File: src/simil_pkg.sv
`default_nettype none

package simil_pkg;

    localparam int LANES  = 2;
    localparam int STEP_W = 16;

    typedef logic [15:0] fp16_t;
    typedef logic [2:0]  phase_t;

    ////////////////////
    // fp16 constants
    ////////////////////
    localparam int    FP16_BIAS  = 15;
    localparam fp16_t FP16_ONE   = 16'h3C00;
    localparam fp16_t FP16_MAX   = 16'h7BFF;
    localparam fp16_t SIM_THRESH = 16'h3BD7;

    // Position sentinel when no centre passes the threshold
    localparam logic [15:0] NO_CENTRE = 16'h1000;

    // Phase numbers
    localparam phase_t PH_TILE   = 3'd1;
    localparam phase_t PH_SQRT   = 3'd4;
    localparam phase_t PH_MAX    = 3'd5;
    localparam phase_t PH_SELECT = 3'd6;
    localparam phase_t PH_DONE   = 3'd7;

    // Boundaries must be non-decreasing from b0 to b6
    typedef struct packed {
        logic [STEP_W-1:0] b6;
        logic [STEP_W-1:0] b5;
        logic [STEP_W-1:0] b4;
        logic [STEP_W-1:0] b3;
        logic [STEP_W-1:0] b2;
        logic [STEP_W-1:0] b1;
        logic [STEP_W-1:0] b0;
    } phase_bounds_t;

    typedef struct packed {
        fp16_t       operand;
        fp16_t       scale;
        fp16_t       norm;
        logic [15:0] pos;
    } lane_in_t;

    typedef struct packed {
        fp16_t op1;
        fp16_t op2;
    } lane_out_t;

    typedef lane_in_t  [LANES-1:0] lane_in_vec_t;
    typedef lane_out_t [LANES-1:0] lane_out_vec_t;

    ////////////////////
    // Lookup tables
    ////////////////////
    typedef logic [127:0][9:0] recip_tab_t;
    typedef logic [255:0][9:0] sqrt_tab_t;

    // Mantissa of 2/m, sampled at the middle of each 1/128 interval
    function automatic recip_tab_t build_recip_tab();
        recip_tab_t  tab;
        int unsigned m;
        for (int i = 0; i < 128; i++) begin
            m      = 256 + 2 * i + 1;
            tab[i] = 10'((524288 / m) - 1024);
        end
        return tab;
    endfunction

    // Upper half of the table is for odd exponents, significand doubled
    function automatic sqrt_tab_t build_sqrt_tab();
        sqrt_tab_t   tab;
        int unsigned v;
        int unsigned r;
        int unsigned t;
        for (int i = 0; i < 256; i++) begin
            v = (256 + 2 * (i % 128) + 1) * 4096;
            if (i >= 128) begin
                v = v * 2;
            end
            r = 0;
            // Bitwise integer square root
            for (int b = 11; b >= 0; b--) begin
                t = r | (1 << b);
                if (t * t <= v) begin
                    r = t;
                end
            end
            tab[i] = 10'(r - 1024);
        end
        return tab;
    endfunction

    localparam recip_tab_t RECIP_TAB = build_recip_tab();
    localparam sqrt_tab_t  SQRT_TAB  = build_sqrt_tab();

endpackage

`default_nettype wire

File: src/fp16_mul.sv
`timescale 1ns/1ns
`default_nettype none

module fp16_mul (
    input  simil_pkg::fp16_t a_i,
    input  simil_pkg::fp16_t b_i,
    output simil_pkg::fp16_t prod_o
);

    logic        sign;
    logic [4:0]  exp_a;
    logic [4:0]  exp_b;
    logic [21:0] sig_prod;
    logic [9:0]  man;
    int          exp_sum;

    always_comb begin
        sign  = a_i[15] ^ b_i[15];
        exp_a = a_i[14:10];
        exp_b = b_i[14:10];

        // 11 x 11 bit significands, product in [1, 4)
        sig_prod = {1'b1, a_i[9:0]} * {1'b1, b_i[9:0]};
        exp_sum  = int'(exp_a) + int'(exp_b) - simil_pkg::FP16_BIAS;

        // Normalise by one bit, truncate the rest
        if (sig_prod[21]) begin
            man     = sig_prod[20:11];
            exp_sum = exp_sum + 1;
        end else begin
            man = sig_prod[19:10];
        end

        // Zero or subnormal operands flush to zero
        if (exp_a == 5'd0 || exp_b == 5'd0 || exp_sum <= 0) begin
            prod_o = '0;
        end else if (exp_sum >= 31) begin
            prod_o = {sign, simil_pkg::FP16_MAX[14:0]};
        end else begin
            prod_o = {sign, exp_sum[4:0], man};
        end
    end

endmodule

`default_nettype wire

File: src/fp16_recip_rom.sv
`timescale 1ns/1ns
`default_nettype none

module fp16_recip_rom (
    input  simil_pkg::fp16_t x_i,
    output simil_pkg::fp16_t recip_o
);

    logic [4:0] exp_in;
    logic [9:0] man_in;
    logic [9:0] man_out;
    int         exp_out;

    assign exp_in = x_i[14:10];
    assign man_in = x_i[9:0];

    always_comb begin
        // Exact power of two when the mantissa is zero
        if (man_in == 10'd0) begin
            man_out = '0;
            exp_out = 2 * simil_pkg::FP16_BIAS - int'(exp_in);
        end else begin
            man_out = simil_pkg::RECIP_TAB[man_in[9:3]];
            exp_out = 2 * simil_pkg::FP16_BIAS - int'(exp_in) - 1;
        end

        if (exp_in == 5'd0) begin
            recip_o = {x_i[15], simil_pkg::FP16_MAX[14:0]};
        end else if (exp_out <= 0) begin
            recip_o = '0;
        end else begin
            recip_o = {x_i[15], exp_out[4:0], man_out};
        end
    end

endmodule

`default_nettype wire

File: src/fp16_sqrt_rom.sv
`timescale 1ns/1ns
`default_nettype none

module fp16_sqrt_rom (
    input  simil_pkg::fp16_t x_i,
    output simil_pkg::fp16_t root_o
);

    logic [4:0] exp_in;
    logic [7:0] tab_idx;
    int         exp_unb;
    int         exp_out;

    assign exp_in = x_i[14:10];

    always_comb begin
        exp_unb = int'(exp_in) - simil_pkg::FP16_BIAS;

        // Floor halving, odd exponents pick the upper table half
        exp_out = (exp_unb >>> 1) + simil_pkg::FP16_BIAS;
        tab_idx = {exp_unb[0], x_i[9:3]};

        if (x_i[15] || exp_in == 5'd0) begin
            root_o = '0;
        end else begin
            root_o = {1'b0, exp_out[4:0], simil_pkg::SQRT_TAB[tab_idx]};
        end
    end

endmodule

`default_nettype wire

File: src/norm_lane.sv
`timescale 1ns/1ns
`default_nettype none

module norm_lane (
    input  logic                 CLK_i,
    input  logic                 RST_i,
    input  simil_pkg::phase_t    phase_i,
    input  simil_pkg::lane_in_t  in_i,
    output simil_pkg::lane_out_t out_o
);

    simil_pkg::fp16_t norm_prod;
    simil_pkg::fp16_t recip_in;
    simil_pkg::fp16_t recip;
    simil_pkg::fp16_t scaled;
    simil_pkg::fp16_t root;
    simil_pkg::fp16_t cmp_ref;
    simil_pkg::fp16_t max_q;
    logic [15:0]      pos_q;
    logic             gt;

    // Strict a > b on sign-magnitude fp16
    function automatic logic fp16_gt(simil_pkg::fp16_t a, simil_pkg::fp16_t b);
        if (a[15] != b[15]) begin
            return !a[15] && ((a[14:0] | b[14:0]) != 15'd0);
        end else if (!a[15]) begin
            return a[14:0] > b[14:0];
        end else begin
            return a[14:0] < b[14:0];
        end
    endfunction

    ////////////////////
    // Arithmetic
    ////////////////////
    fp16_mul norm_mul (.a_i(in_i.scale), .b_i(in_i.norm), .prod_o(norm_prod));

    assign recip_in = (phase_i == simil_pkg::PH_MAX) ? norm_prod : in_i.scale;

    fp16_recip_rom recip_rom (.x_i(recip_in), .recip_o(recip));
    fp16_mul scaled_mul (.a_i(in_i.operand), .b_i(recip), .prod_o(scaled));
    fp16_sqrt_rom sqrt_rom (.x_i(in_i.operand), .root_o(root));

    // Running maximum in phase 5, threshold otherwise
    assign cmp_ref = (phase_i == simil_pkg::PH_MAX) ? max_q : simil_pkg::SIM_THRESH;
    assign gt      = fp16_gt(scaled, cmp_ref);

    always_ff @(posedge CLK_i or posedge RST_i) begin
        if (RST_i) begin
            max_q <= '0;
            pos_q <= '0;
        end else if (phase_i == simil_pkg::PH_MAX && gt) begin
            max_q <= scaled;
            pos_q <= in_i.pos;
        end
    end

    ////////////////////
    // Output select
    ////////////////////
    always_comb begin
        out_o.op2 = simil_pkg::FP16_ONE;
        case (phase_i)
            simil_pkg::PH_SQRT,
            simil_pkg::PH_MAX: begin
                out_o.op1 = root;
            end
            simil_pkg::PH_SELECT: begin
                if (gt) begin
                    out_o.op1 = pos_q;
                    out_o.op2 = scaled;
                end else begin
                    out_o.op1 = simil_pkg::NO_CENTRE;
                end
            end
            default: begin
                out_o.op1 = scaled;
            end
        endcase
    end

endmodule

`default_nettype wire

File: src/phase_sequencer.sv
`timescale 1ns/1ns
`default_nettype none

module phase_sequencer (
    input  logic                     CLK_i,
    input  logic                     RST_i,
    input  logic                     stall_i,
    input  simil_pkg::phase_bounds_t bounds_i,
    output simil_pkg::phase_t        phase_o,
    output logic                     finished_o,
    output logic                     mode_o
);

    logic [simil_pkg::STEP_W-1:0] step_q;
    simil_pkg::phase_t            phase_q;
    simil_pkg::phase_t            phase_next;

    // Number of boundaries strictly below the current step
    always_comb begin
        phase_next = '0;
        if (bounds_i.b0 < step_q) phase_next = phase_next + 3'd1;
        if (bounds_i.b1 < step_q) phase_next = phase_next + 3'd1;
        if (bounds_i.b2 < step_q) phase_next = phase_next + 3'd1;
        if (bounds_i.b3 < step_q) phase_next = phase_next + 3'd1;
        if (bounds_i.b4 < step_q) phase_next = phase_next + 3'd1;
        if (bounds_i.b5 < step_q) phase_next = phase_next + 3'd1;
        if (bounds_i.b6 < step_q) phase_next = phase_next + 3'd1;
    end

    ////////////////////
    // Step and phase
    ////////////////////
    always_ff @(posedge CLK_i or posedge RST_i) begin
        if (RST_i) begin
            step_q  <= '0;
            phase_q <= '0;
        end else if (!stall_i) begin
            step_q  <= step_q + 1'b1;
            phase_q <= phase_next;
        end
    end

    assign phase_o    = phase_q;
    assign finished_o = (phase_q == simil_pkg::PH_DONE);

    // Tile runs in its alternate mode only during phase 1
    assign mode_o = (phase_q != simil_pkg::PH_TILE);

endmodule

`default_nettype wire

File: src/simil_stage_top.sv
`timescale 1ns/1ns
`default_nettype none

module simil_stage_top (
    input  logic                     CLK_i,
    input  logic                     RST_i,
    input  logic                     stall_i,
    input  simil_pkg::phase_bounds_t bounds_i,
    input  simil_pkg::lane_in_vec_t  lanes_i,
    output simil_pkg::lane_out_vec_t lanes_o,
    output simil_pkg::phase_t        phase_o,
    output logic                     finished_o,
    output logic                     mode_o
);

    simil_pkg::phase_t phase;

    phase_sequencer phase_sequencer_inst (
        .CLK_i      (CLK_i),
        .RST_i      (RST_i),
        .stall_i    (stall_i),
        .bounds_i   (bounds_i),
        .phase_o    (phase),
        .finished_o (finished_o),
        .mode_o     (mode_o)
    );

    assign phase_o = phase;

    // One lane per vector element, all sharing the phase
    for (genvar i = 0; i < simil_pkg::LANES; i++) begin : g_lane
        norm_lane norm_lane_inst (
            .CLK_i   (CLK_i),
            .RST_i   (RST_i),
            .phase_i (phase),
            .in_i    (lanes_i[i]),
            .out_o   (lanes_o[i])
        );
    end

endmodule

`default_nettype wire

File: config.mk
export PLATFORM = sky130hd
export DESIGN_NAME = simil_stage_top
export DESIGN_NICKNAME = d
export VERILOG_FILES = /design/src/simil_pkg.sv /design/src/fp16_mul.sv /design/src/fp16_recip_rom.sv /design/src/fp16_sqrt_rom.sv /design/src/norm_lane.sv /design/src/phase_sequencer.sv /design/src/simil_stage_top.sv
export SDC_FILE = /design/constraint.sdc
export NUM_CORES = 2
export LEC_CHECK = 0
export BUFFER_PORTS_ARGS = -buffer_cell sky130_fd_sc_hd__buf_2
export CAP_MARGIN = 20
export CORE_MARGIN = 8
export CORE_UTILIZATION = 40
export CTS_BUF_LIST = sky130_fd_sc_hd__clkbuf_2
export DETAILED_ROUTE_END_ITERATION = 8
export HOLD_SLACK_MARGIN = 0.06
export PLACE_DENSITY_LB_ADDON = 0.2
export SYNTH_ARGS = -nofsm -noshare
export SYNTH_HDL_FRONTEND = slang
export SYNTH_SLANG_ARGS = --single-unit
File: constraint.sdc
create_clock -name CLK_i -period 24.2 [get_ports CLK_i]
set_input_delay 2.42 -clock CLK_i [delete_from_list [all_inputs] [get_ports CLK_i]]
set_output_delay 2.42 -clock CLK_i [all_outputs]
set_load 0.005 [all_outputs]
# [After elaboration in Yosys (flattened, before gate mapping)]
# Memories as Yosys holds them, arrays and structs flattened.
# Index checks and enable logic that the tools add are counted.
[totals] mem_count=4 wordCells=163 reg_bits=83 latchBits=0 ram_bits=0 mem_bits_ro=7680
[memory_table] memory="(no name shown)" words=256 word_bits=10 rd=1 rd_ports_with_merged_regs=0 wr=0 line="fp16_sqrt_rom.sv:26" source="root_o = {1'b0, exp_out[4:0], simil_pkg::SQRT_TAB[tab_idx]};"
[memory_table] memory="(no name shown)" words=256 word_bits=10 rd=1 rd_ports_with_merged_regs=0 wr=0 line="fp16_sqrt_rom.sv:26"
[memory_table] memory="(no name shown)" words=128 word_bits=10 rd=1 rd_ports_with_merged_regs=0 wr=0 line="fp16_recip_rom.sv:23" source="man_out = simil_pkg::RECIP_TAB[man_in[9:3]];"
[memory_table] memory="(no name shown)" words=128 word_bits=10 rd=1 rd_ports_with_merged_regs=0 wr=0 line="fp16_recip_rom.sv:23"
[op_classes] n_reduce_logical=31 eq_ne=7 n_div=0 shifts=0 order_cmp=25 add_sub_neg=27 n_bitwise=6 multipliers=4 mux=53
[op_table] op="$mux W16" n=18
[op_table] op="$le A32 B1 Y1 const B" n=6
[op_table] op="$mux W32" n=6
[op_table] op="$ge A32 B6 Y1 const B" n=4
[op_table] op="$lt A16 B16 Y1" n=7
[op_table] op="$mux W10" n=10
[op_table] op="$mux W15" n=6
[op_table] op="$mul A11 B11 Y22" n=4
[op_table] op="$pmux W16 S2" n=2
[op_table] op="$logic_not A5 Y1" n=10
[op_table] op="$add A7 B2 Y8 const B" n=4
[op_table] op="$gt A15 B15 Y1" n=2
[op_table] op="$lt A15 B15 Y1" n=2
[op_table] op="$or A15 B15 Y15" n=2
[op_table] op="$reduce_bool A15 Y1" n=2
[op_table] op="$sub A6 B4 Y7 const B" n=4
[op_table] op="$add A5 B5 Y6" n=4
[op_table] op="$logic_not A10 Y1" n=2
[op_table] op="$lt A8 B9 Y1 const B" n=2
[op_table] op="$mux W3" n=6
[op_table] op="$add A16 B1 Y16 const B" n=1
[op_table] op="$lt A7 B8 Y1 const B" n=2
[op_table] op="$add A3 B1 Y3 const B" n=5
[op_table] op="$sub A6 B2 Y7 const B" n=2
[op_table] op="other kinds (13)" n=40

# [Longest topological paths before layout]
[logic_depth] word_depth=27 ltp_mapped=90

# [Modules after synthesis]
# A second synthesis with hierarchy kept.
[unflattened] hier_cells=4777 area_unflattened_um2=37198.2
[by_module_without_submodules] mod="fp16_sqrt_rom" area_each_um2=2746.4 cells_each=458 seq_area_each_um2=0.0 n_inst=2
[by_module_without_submodules] mod="fp16_mul at g_lane[0].norm_lane_inst.norm_mul" area_each_um2=4709.5 cells_each=565 seq_area_each_um2=0.0 n_inst=1
[by_module_without_submodules] mod="fp16_mul at g_lane[1].norm_lane_inst.norm_mul" area_each_um2=4709.5 cells_each=555 seq_area_each_um2=0.0 n_inst=1
[by_module_without_submodules] mod="fp16_mul at g_lane[0].norm_lane_inst.scaled_mul" area_each_um2=4700.8 cells_each=566 seq_area_each_um2=0.0 n_inst=1
[by_module_without_submodules] mod="fp16_mul at g_lane[1].norm_lane_inst.scaled_mul" area_each_um2=4524.3 cells_each=549 seq_area_each_um2=0.0 n_inst=1
[by_module_without_submodules] mod="phase_sequencer" area_each_um2=3445.8 cells_each=374 seq_area_each_um2=475.5 n_inst=1
[by_module_without_submodules] mod="norm_lane at g_lane[1].norm_lane_inst" area_each_um2=2722.6 cells_each=302 seq_area_each_um2=800.8 n_inst=1
[by_module_without_submodules] mod="norm_lane at g_lane[0].norm_lane_inst" area_each_um2=2652.5 cells_each=288 seq_area_each_um2=800.8 n_inst=1
[by_module_without_submodules] mod="fp16_recip_rom at g_lane[0].norm_lane_inst.recip_rom" area_each_um2=2153.3 cells_each=332 seq_area_each_um2=0.0 n_inst=1
[by_module_without_submodules] mod="fp16_recip_rom at g_lane[1].norm_lane_inst.recip_rom" area_each_um2=2087.0 cells_each=330 seq_area_each_um2=0.0 n_inst=1

# [Worst setup path before layout]
# Ideal clock, no wire load.
[synth_timing] path_type="in2out" start="input lanes_i[97] (netlist bit)" end="output lanes_o[58] (netlist bit)" setup_slack_ns=2.631 path_stages=79 t_arrival_ns=19.149 path_cell_list="clkbuf_1 > inv_1 > nor2_1 > fa_1 > inv_1 > fa_1 > inv_1 > fa_1 > fa_1 > inv_1 > fa_1 > inv_1 > ha_1 > and3_1 > and3_1 > a32o_1 > o21a_1 > nor3_1 > [43 not listed] > inv_1 > a21oi_1 > nor2_1 > nor2_1 > nor2_1 > nor2_1 > nor2_1 > nor2_1 > nor2_1 > nor2_1 > nor2_1 > o21ai_0 > nand3_1 > a31oi_1 > o21bai_2 > nor3_4 > buf_4 > a221o_1"
[synth_lines] item="start: declaration" line="simil_stage_top.sv:9" source="input simil_pkg::lane_in_vec_t lanes_i,"
[synth_lines] item="end: declaration" line="simil_stage_top.sv:10" source="output simil_pkg::lane_out_vec_t lanes_o,"

==> summary.txt <==
status: finished, final reports clean
CP max FO: 23
Hold WC Path Type: reg2reg
Reg2Reg Setup Slack: 8.91 ns
final setup margin: 1.19 ns
Startpoint Class: input pin
most frequent CP cell: fa_1
Setup WS pre-CTS: 0.761 ns
commonest cells in the netlist: inv_1 (566), nand2_1 (544), ha_1 (495)
met3 Track Usage GR: 0.0336
Site Rows: 109
die area: 0.0983 mm²
GR Overflow Total: 0
vias in the first global route: 34400
gr usage total: 0.235
RSZ-0062 raised after global routing: no
final hold vios: 0
H-tree depth: 3
# port buffers: 309
Placer Congestion: 0.939
ys flop type: dfrtp_1
clk buf depth: 2
clk_skew: 0.115 ns
Max Slew Vio Count: 0
Synth Instances: 4679
R2R Path Start: phase_sequencer_inst.phase_o[2]
area of the core: 0.0881 mm²
Die W: 314 µm
Clock Pin Slew Worst Setup and Hold Paths: 0.29 ns
routed len/inst: 19.7 µm
Synth area leader: fa_1
setup TNS: 0 ns
largest net degree at the start of global routing: 83
Post-layout nets: 5846
ys async rst share: 1.00
DRT Pass-1 Iters: 6
critical path class: in2out
DRT antenna net count: 0
synthesized cell area: 0.0354 mm²
Core Util, Final: 0.431
IO Count: 312
Max stage delay on crit path: 0.75 ns
global-route met1 utilization: 0.326
minimum clock period: 23.01 ns
crit path to: lanes_o[60]
top-area cell type share of the netlist area: 0.181
Vias per Instance: 5.75
Synth Register Bits: 83
Setup crit start: lanes_i[101]
initial antenna violation count: 5
actual slew at the worst max-slew pin: 1.04 ns
f_max: 43.5 MHz
worst hold path stage count: 1
period utilization: 0.951
CTS tree: done
EDFF count, synth: 0
Max Cap Viol: 0
routed wire length: 118000 µm
Ys Warns: 0
DP Area: 0.0378 mm²
Synth area leaders: fa_1 (18%), ha_1 (17%), inv_1 (6.0%)
CP max-delay cell: a21oi_1
critical path required time: 21.78 ns
Most Crowded Layer GR: met2
Reg2Reg Depth: 61
first-pass GRT wire length: 191000 µm
layout cells sized above 1: 0.108
initial DRC count: 3147
Sink Count: 83
Area growth syn-to-layout: 7.31%
CTS root buffer: clkbuf_2
Num CTS Buffers: 9
Initial Util: 0.402
Data arrival, critical path: 20.59 ns
vias: 34300
post-synth cell types: 105
Post-route DRC: 0
met2 usage: 0.384
Die Span Y: 314 µm
reg-to-reg endpoint: g_lane[1].norm_lane_inst.pos_q[15]
sequential share of the synthesized area: 0.0586
Post-CTS Hold Fix Bufs: 0
count leader, synth: inv_1
post-route cell area: 0.0380 mm²
final setup vio count: 0
Worst Setup End Kind: primary output
Worst-Skew Late Latency: 0.82 ns
mean post-synth cell area: 7.57 µm²
hpwl dp: 92700 µm
Slew HR: 0.304
layout make-up:
cell class | instances | area (µm²)
Antenna cell | 6 | 15.0
Clock buffer | 9 | 45.0
Clock inverter | 7 | 70.1
Fill cell | 9221 | 50100
Inverter | 578 | 2170
Multi-Input combinational cell | 3749 | 30200
Sequential cell | 83 | 2080
Tap cell | 1165 | 1460
Timing Repair Buffer | 367 | 2000
repair_timing:
item	4_1_cts	5_1_grt
buffers inserted	0	6
endpoints found under the hold margin	0	0
endpoints found under the setup margin	0	62
gates resized for setup	0	8
how the worst min path moves through the flow:
stage	to	slack [ns]	start
3_5_place_dp	phase_sequencer_inst.step_q[3]	0.46	phase_sequencer_inst.step_q[3]
5_1_grt	phase_sequencer_inst.step_q[12]	0.51	phase_sequencer_inst.step_q[12]
6_report	phase_sequencer_inst.step_q[12]	0.49	phase_sequencer_inst.step_q[12]
2_1_floorplan	phase_sequencer_inst.step_q[12]	0.45	phase_sequencer_inst.step_q[12]
4_1_cts	phase_sequencer_inst.step_q[12]	0.50	phase_sequencer_inst.step_q[12]
3_3_place_gp	phase_sequencer_inst.step_q[3]	0.46	phase_sequencer_inst.step_q[3]
per-stage QoR:
step	cells	hold slack (ns)
2_1_floorplan	4680	0.445
3_3_place_gp	5935	0.461
3_5_place_dp	5936	0.465
4_1_cts	5952	0.496
5_1_grt	5961	0.512
6_report	5964	0.491
layer usage:
metal / wire (µm) / part of all wire / vias to the layer above
li1: - / - / 16400
met1: 52600 / 0.45 / 16400
met2: 54200 / 0.46 / 1282
met3: 8120 / 0.069 / 165
met4: 2630 / 0.022 / 4
met5: 28 / 0.00024 / -
cells in the final DEF, fill, tap and decap left out, types with 88 or more instances in the layout:
cell	count
buf_2	309
inv_1	565
nand3_1	93
fa_1	320
o21ai_0	243
ha_1	495
and2_1	149
xnor2_1	93
a21oi_1	276
nor3_1	88
nand2_1	544
nor2_1	371
a21o_1	101
cells by family (layout without fill, tap and decap cells):
group           Yosys count  count (layout)  synth area share
simple gates           1516            1516             0.201
fa+ha+maj               818             818             0.357
buf+inv                 848             961            0.0920
mux                     107             107            0.0360
compound gates         1181            1181             0.224
xor+xnor                125             125            0.0317
other cells               1               8          0.000106
flops                    83              83            0.0586
worst max-delay path: cells and delay by family:
| kind | cells | cell delay, ns |
|---|---|---|
| fa+ha+maj | 14 | 6.46 |
| compound gates | 21 | 6.33 |
| simple gates | 16 | 3.41 |
| buf+inv | 14 | 1.92 |
sequential cells by signal, indices dropped and copies added (netlist names):
name	count
g_lane.norm_lane_inst.max_q	32
g_lane.norm_lane_inst.pos_q	32
phase_sequencer_inst.phase_o	3
phase_sequencer_inst.step_q	16
Power is not shown: default switching activity piles up to over one toggle a cycle in this logic, so the estimate is an artifact.
